`src/verilog/zxuno_pkg.sv`:
```
`default_nettype none

package zxuno_pkg;

  // ----------------------------------------------------------
  // Bus types
  // ----------------------------------------------------------
  typedef logic [7:0]  data_t;
  typedef logic [15:0] cpu_addr_t;
  typedef logic [7:0]  regaddr_t;
  typedef logic [1:0]  cpu_speed_t;
  typedef logic [2:0]  freq_opt_t;

  // ----------------------------------------------------------
  // I/O ports and register numbers
  // ----------------------------------------------------------
  localparam cpu_addr_t ZXUNO_ADDR_PORT = 16'hFC3B;
  localparam cpu_addr_t ZXUNO_DATA_PORT = 16'hFD3B;

  localparam regaddr_t REG_SCNDBLCTRL = 8'h0B;
  localparam regaddr_t REG_DEVOPTIONS = 8'h0E;
  localparam regaddr_t REG_SCRATCH    = 8'hFE;
  localparam regaddr_t REG_COREID     = 8'hFF;

  // Data bus values when nobody else drives it
  localparam data_t INTACK_VALUE   = 8'hFF;
  localparam data_t IDLE_BUS_VALUE = 8'hFF;

  // Forced while the turbo key is held
  localparam cpu_speed_t TURBO_SPEED = 2'b11;

endpackage

`default_nettype wire

```
`src/verilog/zxreg_if.sv`:
```
`timescale 1ns/1ns
`default_nettype none

// ZX-Uno register bus, port decoder to register devices
interface zxreg_if import zxuno_pkg::*; ();

  // Current register number
  regaddr_t regaddr;
  // High while FD3B is being read
  logic     regrd;
  // Single cycle strobes
  logic     regwr;
  logic     regaddr_changed;
  // Byte written by the CPU
  data_t    wdata;

  modport host (
    output regaddr, regrd, regwr, regaddr_changed, wdata
  );

  modport dev (
    input regaddr, regrd, regwr, regaddr_changed, wdata
  );

endinterface

`default_nettype wire

```
`src/verilog/coreid_reg.sv`:
```
`timescale 1ns/1ns
`default_nettype none

module coreid_reg import zxuno_pkg::*; #(
  parameter int                       CORE_ID_LEN = 8,
  parameter logic [8*CORE_ID_LEN-1:0] CORE_ID     = "ZXUNO-IO"
) (
  input  logic  clk,
  input  logic  rst_n,
  zxreg_if.dev  bus,
  output data_t dout,
  output logic  oe
);

  localparam int IDX_W = $clog2(CORE_ID_LEN + 1);

  logic             selected;
  logic             regrd_q;
  logic [IDX_W-1:0] index;
  data_t            char;

  assign selected = (bus.regaddr == REG_COREID);

  // Index steps once the read strobe drops, stops one past the last character
  always_ff @(posedge clk) begin
    if (!rst_n) begin
      regrd_q <= 1'b0;
      index   <= '0;
    end else begin
      regrd_q <= bus.regrd;
      if (bus.regaddr_changed) begin
        index <= '0;
      end else if (regrd_q && !bus.regrd && selected && index != IDX_W'(CORE_ID_LEN)) begin
        index <= index + 1'b1;
      end
    end
  end

  // First character sits in the top byte
  always_comb begin
    char = 8'h00;
    for (int i = 0; i < CORE_ID_LEN; i++) begin
      if (index == IDX_W'(i)) begin
        char = CORE_ID[8*(CORE_ID_LEN-1-i) +: 8];
      end
    end
  end

  assign dout = char;
  assign oe   = bus.regrd && selected;

endmodule

`default_nettype wire

```
`src/verilog/cpu_data_mux.sv`:
```
`timescale 1ns/1ns
`default_nettype none

module cpu_data_mux import zxuno_pkg::*; (
  input  logic  iorq_n,
  input  logic  m1_n,
  input  data_t port_dout,
  input  data_t coreid_dout,
  input  data_t opt_dout,
  input  data_t scndbl_dout,
  input  logic  port_oe,
  input  logic  coreid_oe,
  input  logic  opt_oe,
  input  logic  scndbl_oe,
  output data_t dout
);

  // Interrupt acknowledge cycle
  logic intack_oe;

  assign intack_oe = !iorq_n && !m1_n;

  // First enabled source in the list wins
  always_comb begin
    case (1'b1)
      intack_oe : dout = INTACK_VALUE;
      port_oe   : dout = port_dout;
      coreid_oe : dout = coreid_dout;
      opt_oe    : dout = opt_dout;
      scndbl_oe : dout = scndbl_dout;
      default   : dout = IDLE_BUS_VALUE;
    endcase
  end

endmodule

`default_nettype wire

```
`src/verilog/option_regs.sv`:
```
`timescale 1ns/1ns
`default_nettype none

module option_regs import zxuno_pkg::*; (
  input  logic  clk,
  input  logic  rst_n,
  zxreg_if.dev  bus,
  output data_t dout,
  output logic  oe,
  output data_t dev_options
);

  // ----------------------------------------------------------
  // Address match
  // ----------------------------------------------------------
  logic sel_scratch;
  logic sel_devopt;

  assign sel_scratch = (bus.regaddr == REG_SCRATCH);
  assign sel_devopt  = (bus.regaddr == REG_DEVOPTIONS);

  // ----------------------------------------------------------
  // Storage
  // ----------------------------------------------------------
  data_t scratch_q;
  data_t devopt_q;

  always_ff @(posedge clk) begin
    if (!rst_n) begin
      scratch_q <= '0;
      devopt_q  <= '0;
    end else if (bus.regwr) begin
      if (sel_scratch) begin
        scratch_q <= bus.wdata;
      end
      if (sel_devopt) begin
        devopt_q <= bus.wdata;
      end
    end
  end

  // ----------------------------------------------------------
  // Readback
  // ----------------------------------------------------------
  always_comb begin
    if (sel_scratch) begin
      dout = scratch_q;
    end else begin
      dout = devopt_q;
    end
  end

  assign oe          = bus.regrd && (sel_scratch || sel_devopt);
  assign dev_options = devopt_q;

endmodule

`default_nettype wire

```
`src/verilog/scandoubler_ctrl.sv`:
```
`timescale 1ns/1ns
`default_nettype none

module scandoubler_ctrl import zxuno_pkg::*; #(
  parameter logic [7:0] SCNDBL_RESET = 8'h00
) (
  input  logic       clk,
  input  logic       rst_n,
  zxreg_if.dev       bus,
  input  logic       video_output_change,
  input  logic       turbo_boost,
  output data_t      dout,
  output logic       oe,
  output logic       vga_enable,
  output logic       scanlines_enable,
  output logic       csync_option,
  output freq_opt_t  freq_option,
  output cpu_speed_t cpu_speed
);

  // ----------------------------------------------------------
  // Control byte
  // ----------------------------------------------------------
  // 7:6 cpu speed, 5 csync, 4:2 vertical freq,
  // 1 scanlines, 0 vga
  data_t ctrl_q;
  logic  selected;

  assign selected = (bus.regaddr == REG_SCNDBLCTRL);

  always_ff @(posedge clk) begin
    if (!rst_n) begin
      ctrl_q <= SCNDBL_RESET;
    end else if (bus.regwr && selected) begin
      // CPU write beats the keyboard
      ctrl_q <= bus.wdata;
    end else if (video_output_change) begin
      ctrl_q[0] <= ~ctrl_q[0];
    end
  end

  // ----------------------------------------------------------
  // Field outputs
  // ----------------------------------------------------------
  assign vga_enable       = ctrl_q[0];
  assign scanlines_enable = ctrl_q[1];
  assign freq_option      = ctrl_q[4:2];
  assign csync_option     = ctrl_q[5];

  // Turbo only affects the output, stored speed bits stay put
  always_comb begin
    if (turbo_boost) begin
      cpu_speed = TURBO_SPEED;
    end else begin
      cpu_speed = ctrl_q[7:6];
    end
  end

  assign dout = ctrl_q;
  assign oe   = bus.regrd && selected;

endmodule

`default_nettype wire

```
`src/verilog/zxuno_io_top.sv`:
```
`timescale 1ns/1ns
`default_nettype none

module zxuno_io_top import zxuno_pkg::*; #(
  parameter int                       CORE_ID_LEN  = 8,
  parameter logic [8*CORE_ID_LEN-1:0] CORE_ID      = "ZXUNO-IO",
  parameter logic [7:0]               SCNDBL_RESET = 8'h21
) (
  // CPU bus
  input  logic       clk,
  input  logic       rst_n,
  input  cpu_addr_t  a,
  input  logic       iorq_n,
  input  logic       rd_n,
  input  logic       wr_n,
  input  logic       m1_n,
  input  data_t      din,
  output data_t      dout,

  // Keyboard shortcuts
  input  logic       video_output_change,
  input  logic       turbo_boost,

  // Control outputs
  output logic       vga_enable,
  output logic       scanlines_enable,
  output freq_opt_t  freq_option,
  output logic       csync_option,
  output cpu_speed_t cpu_speed,
  output data_t      dev_options
);

  // ----------------------------------------------------------
  // Register bus and device read paths
  // ----------------------------------------------------------
  zxreg_if regbus ();

  data_t port_dout;
  data_t coreid_dout;
  data_t opt_dout;
  data_t scndbl_dout;
  logic  port_oe;
  logic  coreid_oe;
  logic  opt_oe;
  logic  scndbl_oe;

  zxuno_reg_port u_reg_port (
    .clk    (clk),
    .rst_n  (rst_n),
    .a      (a),
    .iorq_n (iorq_n),
    .rd_n   (rd_n),
    .wr_n   (wr_n),
    .din    (din),
    .dout   (port_dout),
    .oe     (port_oe),
    .bus    (regbus.host)
  );

  coreid_reg #(
    .CORE_ID_LEN (CORE_ID_LEN),
    .CORE_ID     (CORE_ID)
  ) u_coreid (
    .clk   (clk),
    .rst_n (rst_n),
    .bus   (regbus.dev),
    .dout  (coreid_dout),
    .oe    (coreid_oe)
  );

  option_regs u_options (
    .clk         (clk),
    .rst_n       (rst_n),
    .bus         (regbus.dev),
    .dout        (opt_dout),
    .oe          (opt_oe),
    .dev_options (dev_options)
  );

  scandoubler_ctrl #(
    .SCNDBL_RESET (SCNDBL_RESET)
  ) u_scndbl (
    .clk                 (clk),
    .rst_n               (rst_n),
    .bus                 (regbus.dev),
    .video_output_change (video_output_change),
    .turbo_boost         (turbo_boost),
    .dout                (scndbl_dout),
    .oe                  (scndbl_oe),
    .vga_enable          (vga_enable),
    .scanlines_enable    (scanlines_enable),
    .csync_option        (csync_option),
    .freq_option         (freq_option),
    .cpu_speed           (cpu_speed)
  );

  cpu_data_mux u_data_mux (
    .iorq_n      (iorq_n),
    .m1_n        (m1_n),
    .port_dout   (port_dout),
    .coreid_dout (coreid_dout),
    .opt_dout    (opt_dout),
    .scndbl_dout (scndbl_dout),
    .port_oe     (port_oe),
    .coreid_oe   (coreid_oe),
    .opt_oe      (opt_oe),
    .scndbl_oe   (scndbl_oe),
    .dout        (dout)
  );

endmodule

`default_nettype wire

```
`src/verilog/zxuno_reg_port.sv`:
```
`timescale 1ns/1ns
`default_nettype none

module zxuno_reg_port import zxuno_pkg::*; (
  input  logic      clk,
  input  logic      rst_n,
  input  cpu_addr_t a,
  input  logic      iorq_n,
  input  logic      rd_n,
  input  logic      wr_n,
  input  data_t     din,
  output data_t     dout,
  output logic      oe,
  zxreg_if.host     bus
);

  // ----------------------------------------------------------
  // Port decode
  // ----------------------------------------------------------
  logic io_rd;
  logic io_wr;
  logic addr_port_rd;
  logic addr_port_wr;
  logic data_port_rd;
  logic data_port_wr;

  assign io_rd = !iorq_n && !rd_n;
  assign io_wr = !iorq_n && !wr_n;

  assign addr_port_rd = io_rd && (a == ZXUNO_ADDR_PORT);
  assign addr_port_wr = io_wr && (a == ZXUNO_ADDR_PORT);
  assign data_port_rd = io_rd && (a == ZXUNO_DATA_PORT);
  assign data_port_wr = io_wr && (a == ZXUNO_DATA_PORT);

  // ----------------------------------------------------------
  // Strobe edge detect and register number latch
  // ----------------------------------------------------------
  regaddr_t regaddr_q;
  logic     addr_wr_q;
  logic     data_wr_q;
  logic     addr_wr_first;

  // Write strobes are held for several clocks, act on the first one only
  assign addr_wr_first = addr_port_wr && !addr_wr_q;

  always_ff @(posedge clk) begin
    if (!rst_n) begin
      regaddr_q <= '0;
      addr_wr_q <= 1'b0;
      data_wr_q <= 1'b0;
    end else begin
      addr_wr_q <= addr_port_wr;
      data_wr_q <= data_port_wr;
      if (addr_wr_first) begin
        regaddr_q <= din;
      end
    end
  end

  assign bus.regaddr         = regaddr_q;
  assign bus.regaddr_changed = addr_wr_first;
  assign bus.regwr           = data_port_wr && !data_wr_q;
  assign bus.regrd           = data_port_rd;
  assign bus.wdata           = din;

  // Readback of the register number on FC3B
  assign dout = regaddr_q;
  assign oe   = addr_port_rd;

endmodule

`default_nettype wire
```
`config.mk`:
```
export PLATFORM = sky130hd
export DESIGN_NAME = zxuno_io_top
export DESIGN_NICKNAME = d
export VERILOG_FILES = /design/src/verilog/zxuno_pkg.sv /design/src/verilog/zxreg_if.sv /design/src/verilog/coreid_reg.sv /design/src/verilog/cpu_data_mux.sv /design/src/verilog/option_regs.sv /design/src/verilog/scandoubler_ctrl.sv /design/src/verilog/zxuno_io_top.sv /design/src/verilog/zxuno_reg_port.sv
export SDC_FILE = /design/constraint.sdc
export NUM_CORES = 1
export LEC_CHECK = 0
export BUFFER_PORTS_ARGS = -buffer_cell sky130_fd_sc_hd__clkbuf_2
export CORE_ASPECT_RATIO = 2
export CORE_MARGIN = 1.5
export CORE_UTILIZATION = 55
export CTS_CLUSTER_DIAMETER = 30
export DETAILED_ROUTE_END_ITERATION = 16
export GPL_ROUTABILITY_DRIVEN = 0
export PLACE_DENSITY_LB_ADDON = 0.12
export RECOVER_POWER = 25
export SLEW_MARGIN = 10
export SYNTH_ARGS = -nofsm -noshare
export SYNTH_HDL_FRONTEND = slang
export SYNTH_HIERARCHICAL = 1
export SYNTH_SLANG_ARGS = --single-unit
```
`constraint.sdc`:
```
create_clock -name clk -period 2.6 [get_ports clk]
set_input_delay 0.26 -clock clk [delete_from_list [all_inputs] [get_ports clk]]
set_output_delay 0.26 -clock clk [all_outputs]
set_load 0.02 [all_outputs]
```
==> insert_results.sql, run 1 <==
INSERT INTO impl_metrics (metric_group, metric, value, unit) VALUES
('detailed_routing', 'num_vias', '2315', ''),
('power', 'switching_share', '0.222', ''),
('synth', 'yosys.cell_count.top_type', 'nand2_1', ''),
('global_route', 'grt_start_max_net_pins', '30', ''),
('layout', 'multi_input_comb_area', '1500', 'sq um'),
('floorplanning', 'chipHeight', '100', 'microns'),
('placement', 'place.detailed.hpwl', '4860', 'microns'),
('synth', 'syn_warnings', '6', ''),
('timing', 'max_clock_freq', '377', 'MHz'),
('power', 'power.static_leakage', '1.33', 'nW'),
('timing', 'timing.slew.headroom', '0.600', ''),
('clock_network', 'cts.reportedPaths.clkPinSlew', '80', 'ps'),
('power', 'p_clk_frac', '0.433', ''),
('clock_network', 'cts_hold_buf', '0', ''),
('synth', 'syn_avg_cell_area', '8.39', 'sq um'),
('floorplanning', 'fp.dieArea', '5190', 'sq um'),
('clock_network', 'cts_max_level', '2', ''),
('clock_network', 'cts_num_sinks', '39', ''),
('floorplanning', 'floorplan.initialDensity', '0.567', ''),
('global_route', 'grt.total_usage', '0.262', ''),
('timing', 'hold_violations', '0', ''),
('timing', 'report.final.slew_viol_count', '0', ''),
('critical_path', 'worst-path-buf-inv', '2', ''),
('floorplanning', 'fp.coreArea', '4600', 'sq um'),
('power', 'power_per_cell_area', '412', 'nW/um^2'),
('placement', 'io_buffers', '55', ''),
('power', 'part_of_the_power_in_combinational_logic', '0.073', ''),
('detailed_routing', 'drtAntennaViolNets', '0', ''),
('detailed_routing', 'violation_count_after_the_first_detailed_routing_iteration', '42', ''),
('critical_path', 'worstSetupStartpointType', 'flip-flop', ''),
('timing', 'setup_slack', '-53.2', 'ps'),
('power', 'finalPower', '1.21', 'mW'),
('critical_path', 'critPathMaxStageDelay', '550', 'ps'),
('detailed_routing', 'drt_drc_violations_left', '0', ''),
('detailed_routing', 'drt-vias-per-instance', '5.66', ''),
('layout', 'drive_gt1_frac', '0.268', ''),
('worst_hold_path', 'hp-class', 'in2reg', ''),
('floorplanning', 'die_x', '51.7', 'microns'),
('timing', 'layout_worst_path_cycle_share', '1.02', ''),
('clock_network', 'clock_root_buffer', 'clkbuf_8', ''),
('synth', 'synth_largest_area_cell', 'dfxtp_1', ''),
('critical_path', 'worst-endpoint-arrival', '2390', 'ps'),
('detailed_routing', 'detail_route.wl_per_cell', '15.5', 'microns'),
('detailed_routing', 'wirelength', '6320', 'microns'),
('critical_path', 'crit_path_max_fanout', '7', ''),
('timing', 'finalWorstPathRequiredPeriod', '2650', 'ps'),
('critical_path', 'timing.rr.start', 'u_coreid/index[0]', ''),
('power', 'sequentialPowerShare', '0.494', ''),
('layout', 'fillerInstances', '430', ''),
('layout', 'synthToLayoutAreaGrowth', '12.9', '%'),
('layout', 'num_antenna_cells', '0', ''),
('synth', 'yosysUniqueCellTypes', '52', ''),
('run_status', 'outcome', 'finished with violations', ''),
('timing', 'finalSetupViolCount', '2', ''),
('power', 'worst_ir_drop_vdd', '300', 'uV'),
('layout', 'regArea', '786', 'sq um'),
('clock_network', 'cts_buffers', '5', ''),
('floorplanning', 'std_cell_rows', '35', ''),
('clock_network', 'cts.path.max_buffers', '2', ''),
('critical_path', 'crit_path_cell_trace', 'or4_4 > a211oi_4 > buf_6 > nor2_2 > a221o_1 > a31oi_1 > buf_4', ''),
('clock_network', 'clk-insertion-delay-late', '290', 'ps'),
('timing', 'timing_worst_slew_pin_value', '596', 'ps'),
('power', 'switching_power', '270', 'uW'),
('run_status', 'violated_checks', 'setup timing', ''),
('global_route', 'number_of_global_route_vias_before_repair', '2241', ''),
('detailed_routing', 'drt-pass1-iter-count', '5', ''),
('timing', 'clock-skew-final', '5.74', 'ps'),
('synth', 'synthFlopType', 'dfxtp_1', ''),
('layout', 'finalCoreUtilization', '0.641', ''),
('power', 'cellInternalPower', '945', 'uW'),
('global_route', 'gr-total-overflow', '0', '');
## final cells by class
type,count,area share
sequential,39,0.267
clock inverter,2,0.0119
inverter,18,0.0276
clock buffer,6,0.0280
multi-input combinational,217,0.509
timing repair buffer,72,0.133
tap,55,0.0234
## metrics by stage
step                      hold slack, ps  instance area, sq um  setup WS [ps]  TNS [ps]
after floorplan                      387                  2610           85.5         0
after global placement               445                  2770            130         0
after detailed placement             451                  2770            105         0
after CTS                            250                  2930          -5.13     -5.13
after global routing                 255                  2950          -74.8      -409
final                                248                  2950          -53.2     -58.6
## final timing paths
kind | endpoint | slack, ps | depth (start not counted)
worst min register to register | u_options/scratch_q[1] | 460 | 2
worst min-delay path | u_scndbl/dout[1] | 250 | 3
worst max register to register | u_coreid/index[3] | 680 | 6
worst max-delay path | dout[5] | -50 | 7
## placed cells by master (no fill, tap or decap), types with 3 or more instances in the layout
cell	Yosys	final
mux2_2	8	8
nand4b_1	10	10
nand2b_1	4	4
ha_1	4	4
or3_1	4	4
dfxtp_1	39	37
nor3b_1	7	6
clkbuf_1	5	12
o21ai_1	9	9
nand2_1	48	48
mux2i_1	24	24
nor2_1	24	24
inv_1	16	16
clkbuf_2	0	42
nor3_1	6	5
a21oi_1	14	14
a31oi_1	8	8
buf_4	23	16
clkbuf_8	0	6
a211o_1	7	7
nand4_1	3	3
## registers in the layout, summed over array words and instances, names as in the netlist
| register | flops |
|---|---|
| u_options/dev_options | 8 |
| u_options/scratch_q | 8 |
| u_reg_port/bus.regaddr | 8 |
| u_scndbl/dout | 8 |
| u_coreid/index | 4 |
| u_coreid/regrd_q | 1 |
| u_reg_port/addr_wr_q | 1 |
| u_reg_port/data_wr_q | 1 |
## worst reg2reg max path: stages, from the launching register on
cell	delay [ps]
dfxtp_1	430
inv_1	90
ha_1	270
and3b_1	220
nor4_4	300
nand4_1	170
mux2_1	320
## power groups by stage
stage / Clock, mW / Sequential (mW) / Combinational (mW)
after floorplan: 0 / 0.616 / 0.0509
after global placement: 0 / 0.615 / 0.0876
after detailed placement: 0 / 0.615 / 0.0883
after CTS: 0.537 / 0.599 / 0.0885
after global routing: 0.558 / 0.600 / 0.0977
final: 0.526 / 0.600 / 0.0884
## logic make-up after synthesis
logic type / synth area share
flops: 0.299
buf+inv: 0.137
mux: 0.137
compound gates: 0.107
other cells: 0.00144
xor+xnor: 0.00672
simple gates: 0.293
fa+ha+maj: 0.0192
## repair_timing
item	4_1_cts	5_1_grt
setup buffers	3	1
endpoints found under the setup margin	7	8
gates cloned	1	0
resized for setup	5	7
endpoints found under the hold margin	0	0
pin swaps	2	1
## layer usage
layer  GRT usage  share of wire  vias to the layer above
met5           0              0                        -
met4       0.136          0.049                        0
met3      0.0372          0.037                       20
met2       0.484           0.53                       73
met1       0.274           0.39                     1078
li1            -              -                     1144
Note: power is estimated with default switching activity, not from simulation.
==> run 2, diff against run 1 <==
- SETUP_SLACK_MARGIN: unset -> 0.05
==> run 2 against run 1 <==
- combinational power about the same
- die area stayed put
- critical path depth is the same
- critical endpoint unchanged
- clock power is essentially flat
- global-route usage unchanged
- flip-flop and latch count unchanged
- register-to-register slack hardly changed
- cell count up 1.2%
- largest cell class unchanged
- worst hold slack lost 1.2 ps
- sequential power is essentially flat
- first-iteration DRC count increased by 40%
- the run still ends with setup timing left
- via count grew 0.13%
==> insert_results.sql, run 2 (same netlist as run 1, synthesis figures left out) <==
INSERT INTO impl_metrics (metric_group, metric, value, unit) VALUES
('power', 'cellInternalPower', '944', 'uW'),
('critical_path', 'criticalPathCategory', 'reg2out', ''),
('critical_path', 'ff2ff_setup_slack', '690', 'ps'),
('critical_path', 'worst-endpoint-arrival', '2370', 'ps'),
('power', 'sequentialPowerShare', '0.494', ''),
('detailed_routing', 'met2WireLength', '3570', 'microns'),
('timing', 'timing.slew.headroom', '0.594', ''),
('floorplanning', 'ios', '56', ''),
('clock_network', 'cts.reportedPaths.clkPinSlew', '80', 'ps'),
('global_route', 'antenna_violations_before_repair', '0', ''),
('floorplanning', 'fp.dieArea', '5190', 'sq um'),
('flow_run', 'max_cap_violations', '0', ''),
('global_route', 'gr-total-overflow', '0', ''),
('clock_network', 'cts_max_level', '2', ''),
('critical_path', 'crit_path_max_fanout', '7', ''),
('critical_path', 'rr_endpoint', 'u_coreid/index[3]', ''),
('global_route', 'grt.total_usage', '0.262', ''),
('detailed_routing', 'violation_count_after_the_first_detailed_routing_iteration', '59', ''),
('timing', 'hold_violations', '0', ''),
('clock_network', 'cts.path.max_buffers', '2', ''),
('detailed_routing', 'route.layer.met1.wl', '2550', 'microns'),
('clock_network', 'cts_buffers', '5', ''),
('layout', 'num-nets-final', '394', ''),
('global_route', 'grt_first_pass_wirelength', '10200', 'microns'),
('layout', 'final_cell_mix', '48 x nand2_1, 35 x dfxtp_1, 34 x clkbuf_2, 27 x buf_4', ''),
('detailed_routing', 'drtAntennaViolNets', '0', ''),
('timing', 'timing_worst_slew_pin_value', '610', 'ps'),
('timing', 'layout_worst_path_cycle_share', '1.01', ''),
('detailed_routing', 'num_vias', '2318', ''),
('critical_path', 'critPathMaxStageDelay', '550', 'ps'),
('layout', 'mostFrequentLayoutCell', 'nand2_1', ''),
('global_route', 'grt_start_max_net_pins', '30', ''),
('detailed_routing', 'drt-pass1-iter-count', '4', ''),
('power', 'switching_power', '270', 'uW'),
('timing', 'report.final.slew_viol_count', '0', ''),
('critical_path', 'cpMaxStageDelayCell', 'or4_4', ''),
('floorplanning', 'chipHeight', '100', 'microns'),
('floorplanning', 'fp.coreArea', '4600', 'sq um'),
('detailed_routing', 'detail_route.wl_per_cell', '15.8', 'microns'),
('timing', 'max_clock_freq', '380', 'MHz'),
('power', 'worst_ir_drop_vdd', '382', 'uV'),
('floorplanning', 'die_x', '51.7', 'microns'),
('timing', 'clock-skew-final', '4.68', 'ps'),
('run_status', 'violated_checks', 'setup timing', ''),
('power', 'power_per_cell_area', '399', 'nW/um^2'),
('run_status', 'outcome', 'finished with violations', ''),
('critical_path', 'timing.rr.start', 'u_coreid/index[0]', ''),
('layout', 'finalCoreUtilization', '0.662', ''),
('layout', 'num_antenna_cells', '0', ''),
('critical_path', 'crit_path_cell_trace', 'or4_4 > a211oi_4 > buf_6 > nor2_2 > a221o_1 > a31oi_1 > buf_4', ''),
('timing', 'finalSetupViolCount', '2', ''),
('clock_network', 'cts_tree', 'built', ''),
('floorplanning', 'std_cell_rows', '35', ''),
('detailed_routing', 'drt-vias-per-instance', '5.60', ''),
('detailed_routing', 'top_layer_used', 'met4', ''),
('worst_hold_path', 'hp-class', 'in2reg', ''),
('detailed_routing', 'wirelength', '6530', 'microns'),
('layout', 'drive_gt1_frac', '0.295', ''),
('power', 'part_of_the_power_in_combinational_logic', '0.073', ''),
('worst_hold_path', 'worst_hold_path.endpoint', 'u_scndbl/dout[1]', ''),
('timing', 'finalWorstPathRequiredPeriod', '2630', 'ps'),
('detailed_routing', 'drt_drc_violations_left', '0', ''),
('detailed_routing', 'total_length_of_routed_met3_wires', '187', 'microns'),
('floorplanning', 'floorplan.initialDensity', '0.567', ''),
('power', 'power.static_leakage', '1.40', 'nW'),
('clock_network', 'cts_num_sinks', '39', ''),
('timing', 'hold_slack', '247', 'ps'),
('critical_path', 'cp_data_required_time', '2340', 'ps'),
('critical_path', 'end_kind', 'output pin', ''),
('critical_path', 'critical-path-top-delay-family', 'compound AO/OA/AOI/OAI gates', ''),
('critical_path', 'ff2ff_path_depth', '6', ''),
('global_route', 'number_of_global_route_vias_before_repair', '2232', ''),
('power', 'p_clk_frac', '0.433', ''),
('timing', 'rsz0062_at_grt', 'true', ''),
('critical_path', 'worst-path-buf-inv', '2', ''),
('layout', 'synthToLayoutAreaGrowth', '16.7', '%'),
('critical_path', 'worstSetupStartpointType', 'flip-flop', ''),
('clock_network', 'cts_hold_buf', '0', ''),
('worst_hold_path', 'hold_start', 'din[1]', ''),
('worst_hold_path', 'hold_depth', '3', ''),
('clock_network', 'clock_root_buffer', 'clkbuf_8', ''),
('placement', 'place.detailed.hpwl', '4860', 'microns'),
('power', 'switching_share', '0.222', ''),
('timing', 'setup_slack', '-33.2', 'ps'),
('clock_network', 'clk-insertion-delay-late', '290', 'ps'),
('placement', 'io_buffers', '55', '');
-- run 2: worst register-to-register path, delay by kind of cell (launching register included) --
| family | cells | cell delay, ps |
|---|---|---|
| and+or+nand+nor | 3 | 690 |
| DFF | 1 | 420 |
| muxes | 1 | 320 |
| adders and majority gates | 1 | 270 |
| buffers and inverters | 1 | 90 |
-- run 2: cell type report --
class                   count  area [sq um]
fillers                   416          1550
multi-input cells         217          1530
flip-flops and latches     39           788
repair buffers             77           455
clock buffers               6          82.6
inverters                  18          81.3
well taps                  55          68.8
clock inverters             2          35.0
-- run 2: power by group through the flow --
stage          Sequential, mW  Combinational, mW  Clock (mW)
6_report                0.600             0.0887       0.525
5_1_grt                 0.600             0.0973       0.555
4_1_cts                 0.599             0.0885       0.537
3_5_place_dp            0.615             0.0883           0
3_3_place_gp            0.615             0.0876           0
2_1_floorplan           0.616             0.0509           0
-- run 2: repair_timing --
item	in CTS	in global routing
buffers inserted	3	6
gates resized for setup	9	29
endpoints found under the hold margin	0	0
endpoints found under the setup margin	8	8
gates cloned	1	0
pin swaps	2	11
-- run 2: per-stage QoR --
stage	cell area, sq um	setup TNS, ps	instances	setup slack, ps	power [mW]
floorplan	2610	0	311	85.5	0.667
global placement	2770	0	396	130	0.702
detailed placement	2770	0	396	105	0.703
CTS	2940	-5.13	408	-5.13	1.23
global route	3040	-284	414	-60.4	1.25
finish	3040	-41.9	414	-33.2	1.21
-- run 2: worst max path at each step --
stage / start / to / depth (start not counted)
after global routing: u_reg_port/bus.regaddr[2] / dout[5] / 8
after CTS: u_reg_port/bus.regaddr[5] / dout[5] / 7
after floorplan: a[6] / dout[5] / 10
after detailed placement: a[2] / dout[5] / 12
final: u_reg_port/bus.regaddr[5] / dout[5] / 7
after global placement: a[2] / dout[5] / 12
-- run 2: metal layers --
layer / global-route usage / up-vias
li1: - / 1152
met1: 0.274 / 1093
met2: 0.487 / 58
met3: 0.0372 / 15
met4: 0.130 / 0
met5: 0 / -
